## src/rv_core_defs.svh

```systemverilog
////////////////////
// RV32I core slice widths, memory depth and reset PC
////////////////////
`ifndef RV_CORE_DEFS_SVH
`define RV_CORE_DEFS_SVH

// Data word and PC width
`define XLEN 32

// Instruction memory address width in words
`define IMEM_AW 6

// Register index width
`define REG_AW 5

// First fetch address after reset
`define RESET_PC 32'h0000_0000

`endif

```

## src/fetch_unit.sv

```systemverilog
////////////////////
// Fetch unit
// Instruction memory, load port and PC sequencing
////////////////////
`timescale 1ns/1ps
`include "rv_core_defs.svh"

module fetch_unit (
	input  logic                clk,
	input  logic                arst_n,
	input  logic                run,
	input  logic                redirect_valid,
	input  logic [`XLEN-1:0]    redirect_pc,
	input  logic                load_req,
	input  logic [`IMEM_AW-1:0] load_addr,
	input  logic [`XLEN-1:0]    load_data,
	output logic                load_ack,
	output logic [`XLEN-1:0]    pc,
	output logic [`XLEN-1:0]    inst,
	output logic                inst_valid
);

	localparam int IMEM_WORDS = 1 << `IMEM_AW;
	localparam logic [`XLEN-1:0] PC_STEP = 4;

	logic [`XLEN-1:0] imem [0:IMEM_WORDS-1];
	logic             load_we;
	logic             pc_in_range;

	// Write only in the request phase and only while halted
	// Requests during run wait here with no ack
	assign load_we = load_req & ~load_ack & ~run;

	always_ff @(posedge clk) begin
		if (load_we) begin
			imem[load_addr] <= load_data;
		end
	end

	// Four-phase ack
	always_ff @(posedge clk or negedge arst_n) begin
		if (!arst_n) begin
			load_ack <= 1'b0;
		end else if (load_we) begin
			load_ack <= 1'b1;
		end else if (!load_req) begin
			// Host dropped req, finish the handshake
			load_ack <= 1'b0;
		end
	end

	// PC advances only while running
	always_ff @(posedge clk or negedge arst_n) begin
		if (!arst_n) begin
			pc <= `RESET_PC;
		end else if (run) begin
			if (redirect_valid) begin
				// Taken branch in EXE
				pc <= redirect_pc;
			end else begin
				pc <= pc + PC_STEP;
			end
		end
	end

	// Upper PC bits must be clear to hit memory
	assign pc_in_range = (pc[`XLEN-1:`IMEM_AW+2] == '0);

	// Combinational read, IF/ID captures it
	assign inst = imem[pc[`IMEM_AW+1:2]];

	// Out of range PC turns into bubbles
	assign inst_valid = run & pc_in_range;

endmodule

```

## config.mk

```make
export PLATFORM = sky130hd
export DESIGN_NAME = fetch_unit
export DESIGN_NICKNAME = d
export VERILOG_FILES = /design/src/fetch_unit.sv
export VERILOG_INCLUDE_DIRS = /design/src
export SDC_FILE = /design/constraint.sdc
export NUM_CORES = 2
export LEC_CHECK = 0
export ABC_CLOCK_PERIOD_IN_PS = 3500
export BUFFER_PORTS_ARGS = -buffer_cell sky130_fd_sc_hd__buf_2
export CORE_ASPECT_RATIO = 0.6
export CORE_MARGIN = 2
export CORE_UTILIZATION = 30
export DETAILED_ROUTE_END_ITERATION = 10
export HOLD_SLACK_MARGIN = 0.12
export PLACE_DENSITY = 0.48
export RECOVER_POWER = 100
export SETUP_SLACK_MARGIN = 0.05
export SKIP_CTS_REPAIR_TIMING = 1
export SYNTH_ARGS = -nofsm -noshare
export SYNTH_HDL_FRONTEND = slang
export SYNTH_SLANG_ARGS = --single-unit
```

## constraint.sdc

```tcl
create_clock -name clk -period 3.5 [get_ports clk]
set_clock_uncertainty 0.2 [all_clocks]
set_input_delay 0 -clock clk [delete_from_list [all_inputs] [get_ports clk]]
set_output_delay 0 -clock clk [all_outputs]
set_load 0.005 [all_outputs]
```

==> results.yml <==
run_status:
  run_status: "complete, but fails checks"
  failed_checks: "max-capacitance violations, max-slew violations, negative setup slack"
sta:
  setup_violations: 32
  finalCriticalPeriod_ns: 3.72
  min_period_over_period: 1.06
  fmax_ghz: 0.269
  finalSetupTns_ns: -2.84
  grt_setup_unrepaired: "yes"
  worst_slew_pin_slew_ns: 3.27
  slew_violations: 1507
  relSlewSlack: -1.18
  timing.final.ws_setup_ns: -0.220
  hold_violations: 0
run:
  drv_cap: 35
setup_path:
  rrSetupSlack_ns: 0.17
  reg2reg_depth: 10
  cp-startpoint: "pc[2]"
  cp.required_ns: 3.30
  worst_setup_path_start_kind: "register"
  endpoint_kind: "output pin"
  path_class: "register to output pin"
  crit_end: "inst[15]"
  reg2reg_to: "pc[5]"
  critPathSlowestCell: "dfrtp_4"
  cp_max_fo: 7
  rr_startpoint: "pc[2]"
  max_stage_delay_ns: 0.53
  cp_cell_sequence: "buf_12 -> buf_16 -> buf_8 -> mux4_2 -> mux2i_2 -> o211ai_1 -> nor3b_2 -> buf_4 -> buf_2"
  arrival_ns: 3.52
yosys:
  synth_cell_types: 61
  synth_edf_count: 2048
  syn_area_mm2: 0.0805
  synth_ff_type: "edfxtp_1"
  ys_seq_elements: 2081
  synthTopCellsByArea: "edfxtp_1, mux4_2, mux2i_1"
  ys_warn_count: 0
  synth-async-reset-ratio: 0.0159
  syn-num-nets: 3815
  ys_seq_area_frac: 0.774
  synthCells: 3739
  synth_area_leader_cell: "edfxtp_1"
  synth_top_area_share: 0.763
  avgSynthCellArea_um2: 21.5
clocking:
  root_buffer: "clkbuf_16"
  cts_sinks: 2081
  ctsLongestPathBuffers: 4
  htree_levels: 4
  cts_tree: "built"
  cts.clk_slew.worst_paths_ns: 0.07
  clock_latency_ns: 0.84
  numCtsBuffers: 193
global_route:
  overflow: 0
  grt_pass1_wl_mm: 338
  grt_pass1_vias: 40499
  grt_use_total: 0.178
  grt_use_met3: 0.0434
  busiest_layer: "met1"
  use_met1: 0.287
  use_met2: 0.241
  antenna_found_initial: 21
  grt_max_degree: 65
route:
  wl_per_cell_um: 31.5
  num_vias: 43769
  wl_mm: 261
  via_per_inst: 5.29
  first_pass_iters: 6
  post-route-drc-count: 0
  antenna_left: 0
  first_iter_violations: 6225
placement:
  io_buffers: 140
  gp_congestion: 0.786
  placed_cells: 7599
  dp_hpwl_mm: 153
die:
  chipWidth_um: 673
  dieArea_mm2: 0.273
  ios: 141
  die_y_um: 405
  core_area_mm2: 0.267
  rows: 147
  initial_core_util: 0.301
final_layout:
  fill_cells: 24180
  final_nets: 4634
  drive_gt1_frac: 0.344
  final_cells: 8276
  area_delta_synth_final_pct: 24.6
power_and_ir_drop:
  power_density_mw_per_mm2: 578
  ir_worst_vdd_uv: 432
  power.leakage_uw: 0.0321
worst_hold_path:
  hp-start: "redirect_valid"
  holdCritPathClass: "input pin to register"
[worst max-delay path, delay by kind of cell, from the launching register on]
family | cells | cell delay, ns
muxes | 2 | 0.72
AOI/OAI and AO/OA | 1 | 0.29
buffers and inverters | 5 | 0.84
DFF | 1 | 0.53
and+or+nand+nor | 1 | 0.26
[cell type report]
cell class	count	area [um^2]	area share
Tap cell	3576	4470	0.0446
Antenna cell	7	17.5	0.000174
Clock inverter	91	673	0.00671
Clock buffer	239	5020	0.0500
Inverter	11	53.8	0.000536
Sequential cell	2081	62300	0.621
Multi-Input combinational cell	1424	18900	0.188
Timing Repair Buffer	847	8900	0.0886
[Yosys cell counts (12+ instances only)]
library cell	n
edfxtp_1	2048
mux4_2	456
mux2i_1	206
nor2_1	128
nand2_1	110
o22ai_1	83
buf_2	72
a21oi_1	59
clkbuf_1	56
buf_4	44
o21ai_0	42
buf_6	33
dfrtp_1	33
o221ai_1	28
nor3_1	25
a211oi_1	24
a221oi_1	24
a2111oi_0	21
a2bb2oi_1	20
o21ai_1	20
o31ai_1	19
buf_1	15
nand3_1	14
mux2_2	13
a22o_1	12
[report_power, final]
part / switching [uW] / total [uW] / internal, uW / leakage [uW]
registers: 149 / 27600 / 27500 / 0.0188
logic: 5670 / 10300 / 4680 / 0.0105
clock network: 9240 / 20000 / 10800 / 0.00279
total: 15100 / 58000 / 43000 / 0.0321
[cells in the final DEF (no fill, tap or decap), drive strengths merged, types with 21 or more instances in the layout]
cell	instances
a2111oi	21
a211oi	24
a21oi	59
a221oi	24
buf	575
clkbuf	362
clkinv	75
dfrtp	33
dlygate4sd3	149
edfxtp	2048
mux2i	206
mux4	456
nand2	111
nor2	128
nor3	25
o21ai	62
o221ai	28
o22ai	83
[flip-flops by register name, summed over array words and instances (netlist names)]
signal	cells
imem	2048
pc	32
load_ack	1
[metal layers]
| metal | part of all wire | routed length [um] |
|---|---|---|
| met5 | 0.00016 | 41 |
| met4 | 0.015 | 3860 |
| met3 | 0.093 | 24200 |
| met2 | 0.41 | 107000 |
| met1 | 0.48 | 126000 |
[through the flow]
stage / total power [uW] / cell area, um^2 / setup slack (ns) / hold slack (ns) / utilization
2_1_floorplan: 32400 / 80500 / 0.264 / -0.496 / -
3_3_place_gp: 36100 / 88900 / -1.16 / 0.00460 / 0.332
3_5_place_dp: 36100 / 88900 / -0.0551 / 0.00559 / 0.333
4_1_cts: 56000 / 94600 / -0.992 / -0.924 / 0.354
5_1_grt: 59900 / 100000 / -0.256 / 0.247 / 0.376
6_report: 58000 / 100000 / -0.220 / 0.265 / 0.376
[how the worst min path moves through the flow]
stage / cells after the start / slack [ns] / endpoint
global placement: 1 / 0.005 / pc[31]
global route: 5 / 0.25 / pc[24]
floorplan: 0 / -0.50 / load_ack
detailed placement: 1 / 0.006 / pc[31]
finish: 5 / 0.27 / pc[27]
CTS: 1 / -0.92 / pc[23]
[logic make-up (layout without fill, tap and decap cells)]
group / count (synthesis) / after routing / share of synthesized area
AOI/OAI and AO/OA: 395 / 395 / 0.0338
adders and majority gates: 1 / 1 / 0.000155
other: 0 / 7 / 0
buffers and inverters: 234 / 1188 / 0.0174
DFF: 2081 / 2081 / 0.774
and+or+nand+nor: 353 / 353 / 0.0200
muxes: 675 / 675 / 0.155
Power figures use the tool's default switching activity.
