**src/rv_core_defs.svh**
```systemverilog
////////////////////
// RV32I core slice widths, memory depth and reset PC
////////////////////
`ifndef RV_CORE_DEFS_SVH
`define RV_CORE_DEFS_SVH

// Data word and PC width
`define XLEN 32

// Instruction memory address width in words
`define IMEM_AW 6

// Register index width
`define REG_AW 5

// First fetch address after reset
`define RESET_PC 32'h0000_0000

`endif

```
**src/rv_pkg.sv**
```systemverilog
////////////////////
// RV32I core slice types
// ALU op encoding and the three stage payloads
////////////////////
`include "rv_core_defs.svh"

package rv_pkg;

	// ALU operation select
	typedef enum logic [3:0] {
		ALU_ADD    = 4'd0,
		ALU_SUB    = 4'd1,
		ALU_AND    = 4'd2,
		ALU_OR     = 4'd3,
		ALU_XOR    = 4'd4,
		ALU_SLT    = 4'd5,
		ALU_SLL    = 4'd6,
		ALU_SRL    = 4'd7,
		// LUI goes through here
		ALU_PASS_B = 4'd8
	} alu_op_e;

	// Fetch to decode
	typedef struct packed {
		logic [`XLEN-1:0] pc;
		logic [`XLEN-1:0] inst;
	} if_id_t;

	// Decode to execute
	typedef struct packed {
		logic [`XLEN-1:0]   pc;
		// Operands after forwarding
		logic [`XLEN-1:0]   op_a;
		logic [`XLEN-1:0]   op_b;
		logic [`XLEN-1:0]   imm;
		logic [`REG_AW-1:0] rd;
		logic [`REG_AW-1:0] rs1;
		logic [`REG_AW-1:0] rs2;
		alu_op_e            alu_op;
		// Immediate replaces operand b
		logic               sel_imm;
		logic               is_branch;
		// BNE when set, BEQ otherwise
		logic               branch_ne;
		logic               wr_en;
	} id_exe_t;

	// Execute to writeback
	typedef struct packed {
		logic [`XLEN-1:0]   pc;
		logic [`REG_AW-1:0] rd;
		logic [`XLEN-1:0]   result;
		logic               wr_en;
	} exe_wb_t;

endpackage

```
**src/wb_if.sv**
```systemverilog
////////////////////
// Register write bus
// Shared by EXE forwarding and writeback
////////////////////
`timescale 1ns/1ps
`include "rv_core_defs.svh"

interface wb_if;
	logic               valid;
	logic [`REG_AW-1:0] rd;
	logic [`XLEN-1:0]   data;
	// Instruction address for trace
	logic [`XLEN-1:0]   pc;

	// Producer side
	modport src (output valid, output rd, output data, output pc);
	// Consumer side
	modport dst (input valid, input rd, input data, input pc);
endinterface

```
**src/decode_stage.sv**
```systemverilog
////////////////////
// Decode stage
// Decoder, register file and operand forwarding
////////////////////
`timescale 1ns/1ps
`include "rv_core_defs.svh"

module decode_stage import rv_pkg::*; (
	input  logic    clk,
	input  logic    arst_n,
	input  logic    in_valid,
	input  if_id_t  in_data,
	wb_if.dst       exe_fwd,
	wb_if.dst       wb,
	output logic    out_valid,
	output id_exe_t out_data
);

	localparam logic [6:0] OPC_OP     = 7'b0110011;
	localparam logic [6:0] OPC_OP_IMM = 7'b0010011;
	localparam logic [6:0] OPC_LUI    = 7'b0110111;
	localparam logic [6:0] OPC_BRANCH = 7'b1100011;

	logic [`XLEN-1:0]             rf [0:(1<<`REG_AW)-1];
	logic [6:0]                   opcode;
	logic [2:0]                   funct3;
	logic [6:0]                   funct7;
	logic [1:0][`REG_AW-1:0]      rs_idx;
	logic [1:0][`XLEN-1:0]        rs_val;
	logic [`XLEN-1:0]             imm_i;
	logic [`XLEN-1:0]             imm_u;
	logic [`XLEN-1:0]             imm_b;
	logic                         legal;

	assign opcode = in_data.inst[6:0];
	assign funct3 = in_data.inst[14:12];
	assign funct7 = in_data.inst[31:25];
	assign rs_idx = {in_data.inst[24:20], in_data.inst[19:15]};

	// Immediate formats
	assign imm_i = {{(`XLEN-12){in_data.inst[31]}}, in_data.inst[31:20]};
	assign imm_u = {in_data.inst[31:12], 12'b0};
	assign imm_b = {{(`XLEN-13){in_data.inst[31]}}, in_data.inst[31], in_data.inst[7],
		in_data.inst[30:25], in_data.inst[11:8], 1'b0};

	// Writeback port, x0 never written
	always_ff @(posedge clk or negedge arst_n) begin
		if (!arst_n) begin
			for (int i = 0; i < (1 << `REG_AW); i++) begin
				rf[i] <= '0;
			end
		end else if (wb.valid && wb.rd != '0) begin
			rf[wb.rd] <= wb.data;
		end
	end

	// Operand read: EXE result, then WB, then register file
	always_comb begin
		for (int k = 0; k < 2; k++) begin
			if (rs_idx[k] == '0) begin
				rs_val[k] = '0;
			end else if (exe_fwd.valid && exe_fwd.rd == rs_idx[k]) begin
				rs_val[k] = exe_fwd.data;
			end else if (wb.valid && wb.rd == rs_idx[k]) begin
				rs_val[k] = wb.data;
			end else begin
				rs_val[k] = rf[rs_idx[k]];
			end
		end
	end

	always_comb begin
		out_data        = '0;
		out_data.pc     = in_data.pc;
		out_data.op_a   = rs_val[0];
		out_data.op_b   = rs_val[1];
		out_data.rd     = in_data.inst[11:7];
		out_data.rs1    = rs_idx[0];
		out_data.rs2    = rs_idx[1];
		out_data.alu_op = ALU_ADD;
		legal           = 1'b0;
		case (opcode)
			OPC_OP: begin
				// Only SUB uses the alternate funct7
				legal = (funct7 == 7'h00) || (funct7 == 7'h20 && funct3 == 3'b000);
				out_data.wr_en = 1'b1;
				case (funct3)
					3'b000: out_data.alu_op = funct7[5] ? ALU_SUB : ALU_ADD;
					3'b111: out_data.alu_op = ALU_AND;
					3'b110: out_data.alu_op = ALU_OR;
					3'b100: out_data.alu_op = ALU_XOR;
					3'b010: out_data.alu_op = ALU_SLT;
					3'b001: out_data.alu_op = ALU_SLL;
					3'b101: out_data.alu_op = ALU_SRL;
					default: legal = 1'b0;
				endcase
			end
			OPC_OP_IMM: begin
				legal            = 1'b1;
				out_data.wr_en   = 1'b1;
				out_data.sel_imm = 1'b1;
				out_data.imm     = imm_i;
				case (funct3)
					3'b000: out_data.alu_op = ALU_ADD;
					3'b111: out_data.alu_op = ALU_AND;
					3'b110: out_data.alu_op = ALU_OR;
					3'b100: out_data.alu_op = ALU_XOR;
					3'b010: out_data.alu_op = ALU_SLT;
					// Shift immediates not supported
					default: legal = 1'b0;
				endcase
			end
			OPC_LUI: begin
				legal            = 1'b1;
				out_data.wr_en   = 1'b1;
				out_data.sel_imm = 1'b1;
				out_data.imm     = imm_u;
				out_data.alu_op  = ALU_PASS_B;
			end
			OPC_BRANCH: begin
				// BEQ and BNE only
				legal              = (funct3 == 3'b000) || (funct3 == 3'b001);
				out_data.is_branch = 1'b1;
				out_data.branch_ne = funct3[0];
				out_data.imm       = imm_b;
			end
			default: legal = 1'b0;
		endcase
	end

	// Unknown opcodes become bubbles
	assign out_valid = in_valid & legal;

endmodule

```
**src/flat_wrapper.sv**
```systemverilog
// flat-port wrapper written by rule: the top's interface ports become plain ports
module decode_stage_flat import rv_pkg::*;
  (clk, arst_n, in_valid, in_data, out_valid, out_data, exe_fwd_valid, exe_fwd_rd, exe_fwd_data, exe_fwd_pc, wb_valid, wb_rd, wb_data, wb_pc);
  wb_if exe_fwd_i ();
  wb_if wb_i ();
  input  logic clk;
  input  logic arst_n;
  input  logic in_valid;
  input  if_id_t in_data;
  output logic out_valid;
  output id_exe_t out_data;
  input wire logic [$bits(exe_fwd_i.valid)-1:0] exe_fwd_valid;
  input wire logic [$bits(exe_fwd_i.rd)-1:0] exe_fwd_rd;
  input wire logic [$bits(exe_fwd_i.data)-1:0] exe_fwd_data;
  input wire logic [$bits(exe_fwd_i.pc)-1:0] exe_fwd_pc;
  input wire logic [$bits(wb_i.valid)-1:0] wb_valid;
  input wire logic [$bits(wb_i.rd)-1:0] wb_rd;
  input wire logic [$bits(wb_i.data)-1:0] wb_data;
  input wire logic [$bits(wb_i.pc)-1:0] wb_pc;
  assign exe_fwd_i.valid = exe_fwd_valid;
  assign exe_fwd_i.rd = exe_fwd_rd;
  assign exe_fwd_i.data = exe_fwd_data;
  assign exe_fwd_i.pc = exe_fwd_pc;
  assign wb_i.valid = wb_valid;
  assign wb_i.rd = wb_rd;
  assign wb_i.data = wb_data;
  assign wb_i.pc = wb_pc;
  decode_stage u_core (.clk(clk), .arst_n(arst_n), .in_valid(in_valid), .in_data(in_data), .exe_fwd(exe_fwd_i), .wb(wb_i), .out_valid(out_valid), .out_data(out_data));
endmodule
```
**config.mk**
```make
export PLATFORM = sky130hd
export DESIGN_NAME = decode_stage_flat
export DESIGN_NICKNAME = d
export VERILOG_FILES = /design/src/rv_pkg.sv /design/src/wb_if.sv /design/src/decode_stage.sv /design/src/flat_wrapper.sv
export VERILOG_INCLUDE_DIRS = /design/src
export SDC_FILE = /design/constraint.sdc
export NUM_CORES = 2
export LEC_CHECK = 0
export ABC_AREA = 0
export BUFFER_PORTS_ARGS = -buffer_cell sky130_fd_sc_hd__buf_2
export CAP_MARGIN = 25
export CORE_UTILIZATION = 40
export CTS_CLUSTER_DIAMETER = 40
export DETAILED_ROUTE_END_ITERATION = 12
export GPL_ROUTABILITY_DRIVEN = 0
export SLEW_MARGIN = 25
export SYNTH_ARGS = -nofsm -noshare
export SYNTH_HDL_FRONTEND = slang
export SYNTH_SLANG_ARGS = --single-unit
```
**constraint.sdc**
```tcl
create_clock -name clk -period 3.87 [get_ports clk]
set_clock_uncertainty 0.1 [all_clocks]
set_input_delay 0.774 -clock clk [delete_from_list [all_inputs] [get_ports clk]]
set_output_delay 0.774 -clock clk [all_outputs]
set_load 0.005 [all_outputs]
```
==> results.json <==
{
  "status": "finished, violations left",
  "violated_checks": "setup timing",
  "max_cap_viol_count": 0,
  "root_buffer": "clkbuf_16",
  "final_setup_margin_ns": -0.006287,
  "async_reset_ff_share_pct": 100.0,
  "yosys_most_used_dff": "dfrtp_1",
  "worst_ir_drop_vdd_mv": 0.4173,
  "ys_types": 54,
  "count_of_standard_cell_rows": 137,
  "cts_tree": "done",
  "fillerInstances": 12053,
  "design.final.nets": 4478,
  "achievable-frequency_mhz": 258.0,
  "regArea_sq_mm": 0.02562,
  "cp_data_arrival_time_ns": 3.00,
  "tightest_slew_ns": 0.8238,
  "viasPerCell": 6.308,
  "wire_length_of_the_first_global_routing_pass_mm": 287.8,
  "regMostFlops": "u_core.rf",
  "total_leakage_power_uw": 0.03062,
  "area_of_combinational_cells_with_multiple_inputs_sq_mm": 0.02897,
  "post_synth_and_or_nand_nor_area_fraction_pct": 2.082,
  "largestRegisters": "u_core.rf: 1024 flops",
  "io_pins": 359,
  "vias": 39540,
  "hold_viol_final": 0,
  "grt_use_total_pct": 27.89,
  "ant_nets": 0,
  "post_synth_instance_area_sq_mm": 0.05626,
  "finish.instance_area_sq_mm": 0.06896,
  "synthesis.nets": 4107,
  "grt_setup_unrepaired": "true",
  "drt_iter0_markers": 3666,
  "drive_above_1_share_pct": 57.86,
  "numCtsBuffers": 147,
  "finalMaxSlewViolations": 0,
  "dp_cells": 5935,
  "ys.warnings.count": 0,
  "h_tree_levels": 4,
  "finalCoreUtilization_pct": 49.42,
  "wire_length_after_detailed_routing_mm": 198.0,
  "hold_path.startpoint": "u_core.rf[1000]$_DFFE_PN0P_",
  "crit_path_end_kind": "primary output",
  "floorplan_die_area_sq_mm": 0.1421,
  "critPathLaunchType": "primary input",
  "synth.avg_cell_area_sq_um": 14.42,
  "dr.pass1.iters": 6,
  "crit_path_max_incr_delay_ns": 0.47,
  "largest_register_ffs": 1024,
  "crit_path_top_delay_cell": "nor4_2",
  "synth_top_family_by_area": "multiplexers",
  "post_dp_cell_area_sq_mm": 0.06214,
  "synth_mux_area_share_pct": 40.92,
  "antenna_found_initial": 8,
  "grt-ovfl-total": 0,
  "power_density_mw_per_mm2": 516.8,
  "timing.final.crit_period_ns": 3.876,
  "setup_tns_ns": -0.008040,
  "critPathLaunch": "in_data[17]",
  "endpoint_required_time_on_the_critical_path_ns": 3.00,
  "initial_core_util_pct": 40.32,
  "hold_class": "reg2reg",
  "synth-seq-cells": 1024,
  "timing.critical_path.fanout_max": 28,
  "grt_pass1_vias": 40917,
  "synthXorXnorAreaFrac_pct": 0.3270,
  "fin_hold_ws_ns": 0.2907,
  "cts_num_sinks": 1024,
  "floorplan.die.width_um": 377.0,
  "final_cell_count_no_fill": 6268,
  "synth_enable_flop_cells": 0,
  "reg2reg_from": "u_core.rf[326]$_DFFE_PN0P_",
  "synth-compound-area-share_pct": 6.824,
  "max-slew-margin-rel_pct": 45.08,
  "wire_per_inst_um": 31.58,
  "core_area_sq_mm": 0.1395,
  "portBuffers": 230,
  "clk_transition_reported_paths_ns": 0.05,
  "pin_count_of_the_biggest_net_entering_global_routing": 141,
  "synth_sequential_area_ratio_pct": 45.55,
  "remaining_drc_errors": 0,
  "synth-adder-area-share_pct": 0,
  "dieHeight_um": 377.0,
  "max_buffers_root_to_sink": 3,
  "setup_viol": 2,
  "dp_hpwl_mm": 127.7,
  "syn-instance-count": 3900,
  "clk_latency_ns": 0.79,
  "setup.worst_path.class": "in2out",
  "crit_chain": "buf_2 -> or3b_4 -> buf_12 -> buf_4 -> o221ai_1 -> a211oi_1 -> nor4_2 -> a221o_1 -> buf_2",
  "post-route-period-util_pct": 100.2,
  "syn2layout_area_growth_pct": 22.59,
  "cpMostUsedCell": "buf_2"
}
==> per-stage QoR <==
stage               power [uW]  worst slack [ns]
floorplan                18710            0.4164
finish                   35640         -0.006287
detailed placement       21190           -0.3421
global placement         20910           -0.3652
global route             37020          -0.04499
CTS                      35620          -0.07110
==> metal layers <==
metal / GRT usage, % / part of all wire, % / vias to the layer above / wire length (um)
li1: - / - / 16005 / -
met1: 38.25 / 42 / 21258 / 83500
met2: 42.44 / 45 / 1820 / 88590
met3: 7.243 / 9.2 / 447 / 18250
met4: 10.32 / 3.8 / 10 / 7563
met5: 0 / 0.032 / - / 63
==> path summary, 6_finish.rpt <==
| check | end | slack (ns) | depth (start not counted) |
|---|---|---|---|
| setup / recovery | out_data[94] | -0.006 | 9 |
| max in group asynchronous | u_core.rf[106]$_DFFE_PN0P_ | 2.05 | 3 |
| hold reg to reg | u_core.rf[1000]$_DFFE_PN0P_ | 0.29 | 0 |
| min in group asynchronous | u_core.rf[424]$_DFFE_PN0P_ | 0.43 | 2 |
| setup reg to reg | u_core.rf[326]$_DFFE_PN0P_ | 2.97 | 1 |
| hold / removal | u_core.rf[1000]$_DFFE_PN0P_ | 0.29 | 0 |
==> layout by cell type, fill, tap and decap left out, types with 12 or more instances in the layout <==
master	n
buf_12	93
a221o_1	63
buf_4	366
clkinvlp_4	18
a21o_1	19
nor2_1	12
nor4_2	23
clkbuf_16	153
nor4_1	23
o221ai_1	89
a211oi_1	33
dfrtp_1	1024
buf_16	20
clkinv_2	13
clkbuf_1	13
mux2_1	50
a21oi_1	25
and3_1	16
clkbuf_8	15
nand2_2	15
nand2_1	39
buf_6	20
a221oi_1	33
a221oi_2	12
bufinv_16	19
a22o_1	66
nor2_4	18
clkinv_4	20
buf_2	222
and2_1	12
a22oi_1	13
mux2_2	1018
mux4_2	389
mux2i_1	221
a211oi_2	30
o211a_1	30
xnor2_1	13
==> layout make-up <==
cell class                      count  share of cell area (%)
Sequential cell                  1024                   37.16
Tap cell                         1876                   3.404
Clock buffer                      177                   5.777
Timing Repair Buffer              733                   9.808
Clock inverter                     91                   1.813
Antenna cell                        2                0.007257
Multi-Input combinational cell   2361                   42.01
Inverter                            4                 0.02177
==> cell families (layout without fill, tap and decap cells) <==
logic type      Yosys count  count (layout)
compound gates          445             445
xor+xnor                 21              21
buf+inv                 515            1005
flops                  1024            1024
mux                    1680            1680
other cells               0               2
simple gates            215             215
==> cells in the mapped netlist, types with 30 or more instances <==
library cell	instances	area (sq um)
mux2_2	1020	11490
buf_4	69	518.0
a221o_1	63	630.6
buf_1	56	210.2
a22o_1	67	586.8
clkbuf_1	278	1044
o221ai_1	93	814.5
a211oi_1	64	480.5
nor2_1	30	112.6
a21oi_1	32	160.2
dfrtp_1	1024	25620
buf_2	94	470.5
mux2_1	50	563.0
mux2i_1	221	2212
nor4_1	51	319.1
mux4_2	389	8761
a221oi_1	34	297.8
o211a_1	30	300.3
nand2_1	54	202.7
==> worst max-delay path, delay by kind of cell <==
family                 cells  cell delay [ns]
buffers and inverters      4             0.74
AND/OR/NAND/NOR            2             0.92
AO/OA/AOI/OAI              3             0.52
==> power breakdown <==
group          internal (uW)  switching [uW]
registers              12800            1470
logic                   4220            2950
clock network           8750            5490
==> what timing repair did <==
item                                    CTS  global route
buffers inserted                         20            29
hold buffers                              1             0
pin swaps                                 7            22
resized for setup                        70            67
endpoints found under the hold margin    52             0
cloned                                   10             4
endpoints found under the setup margin   58            52
No activity file was read; power rests on OpenSTA's default activity.
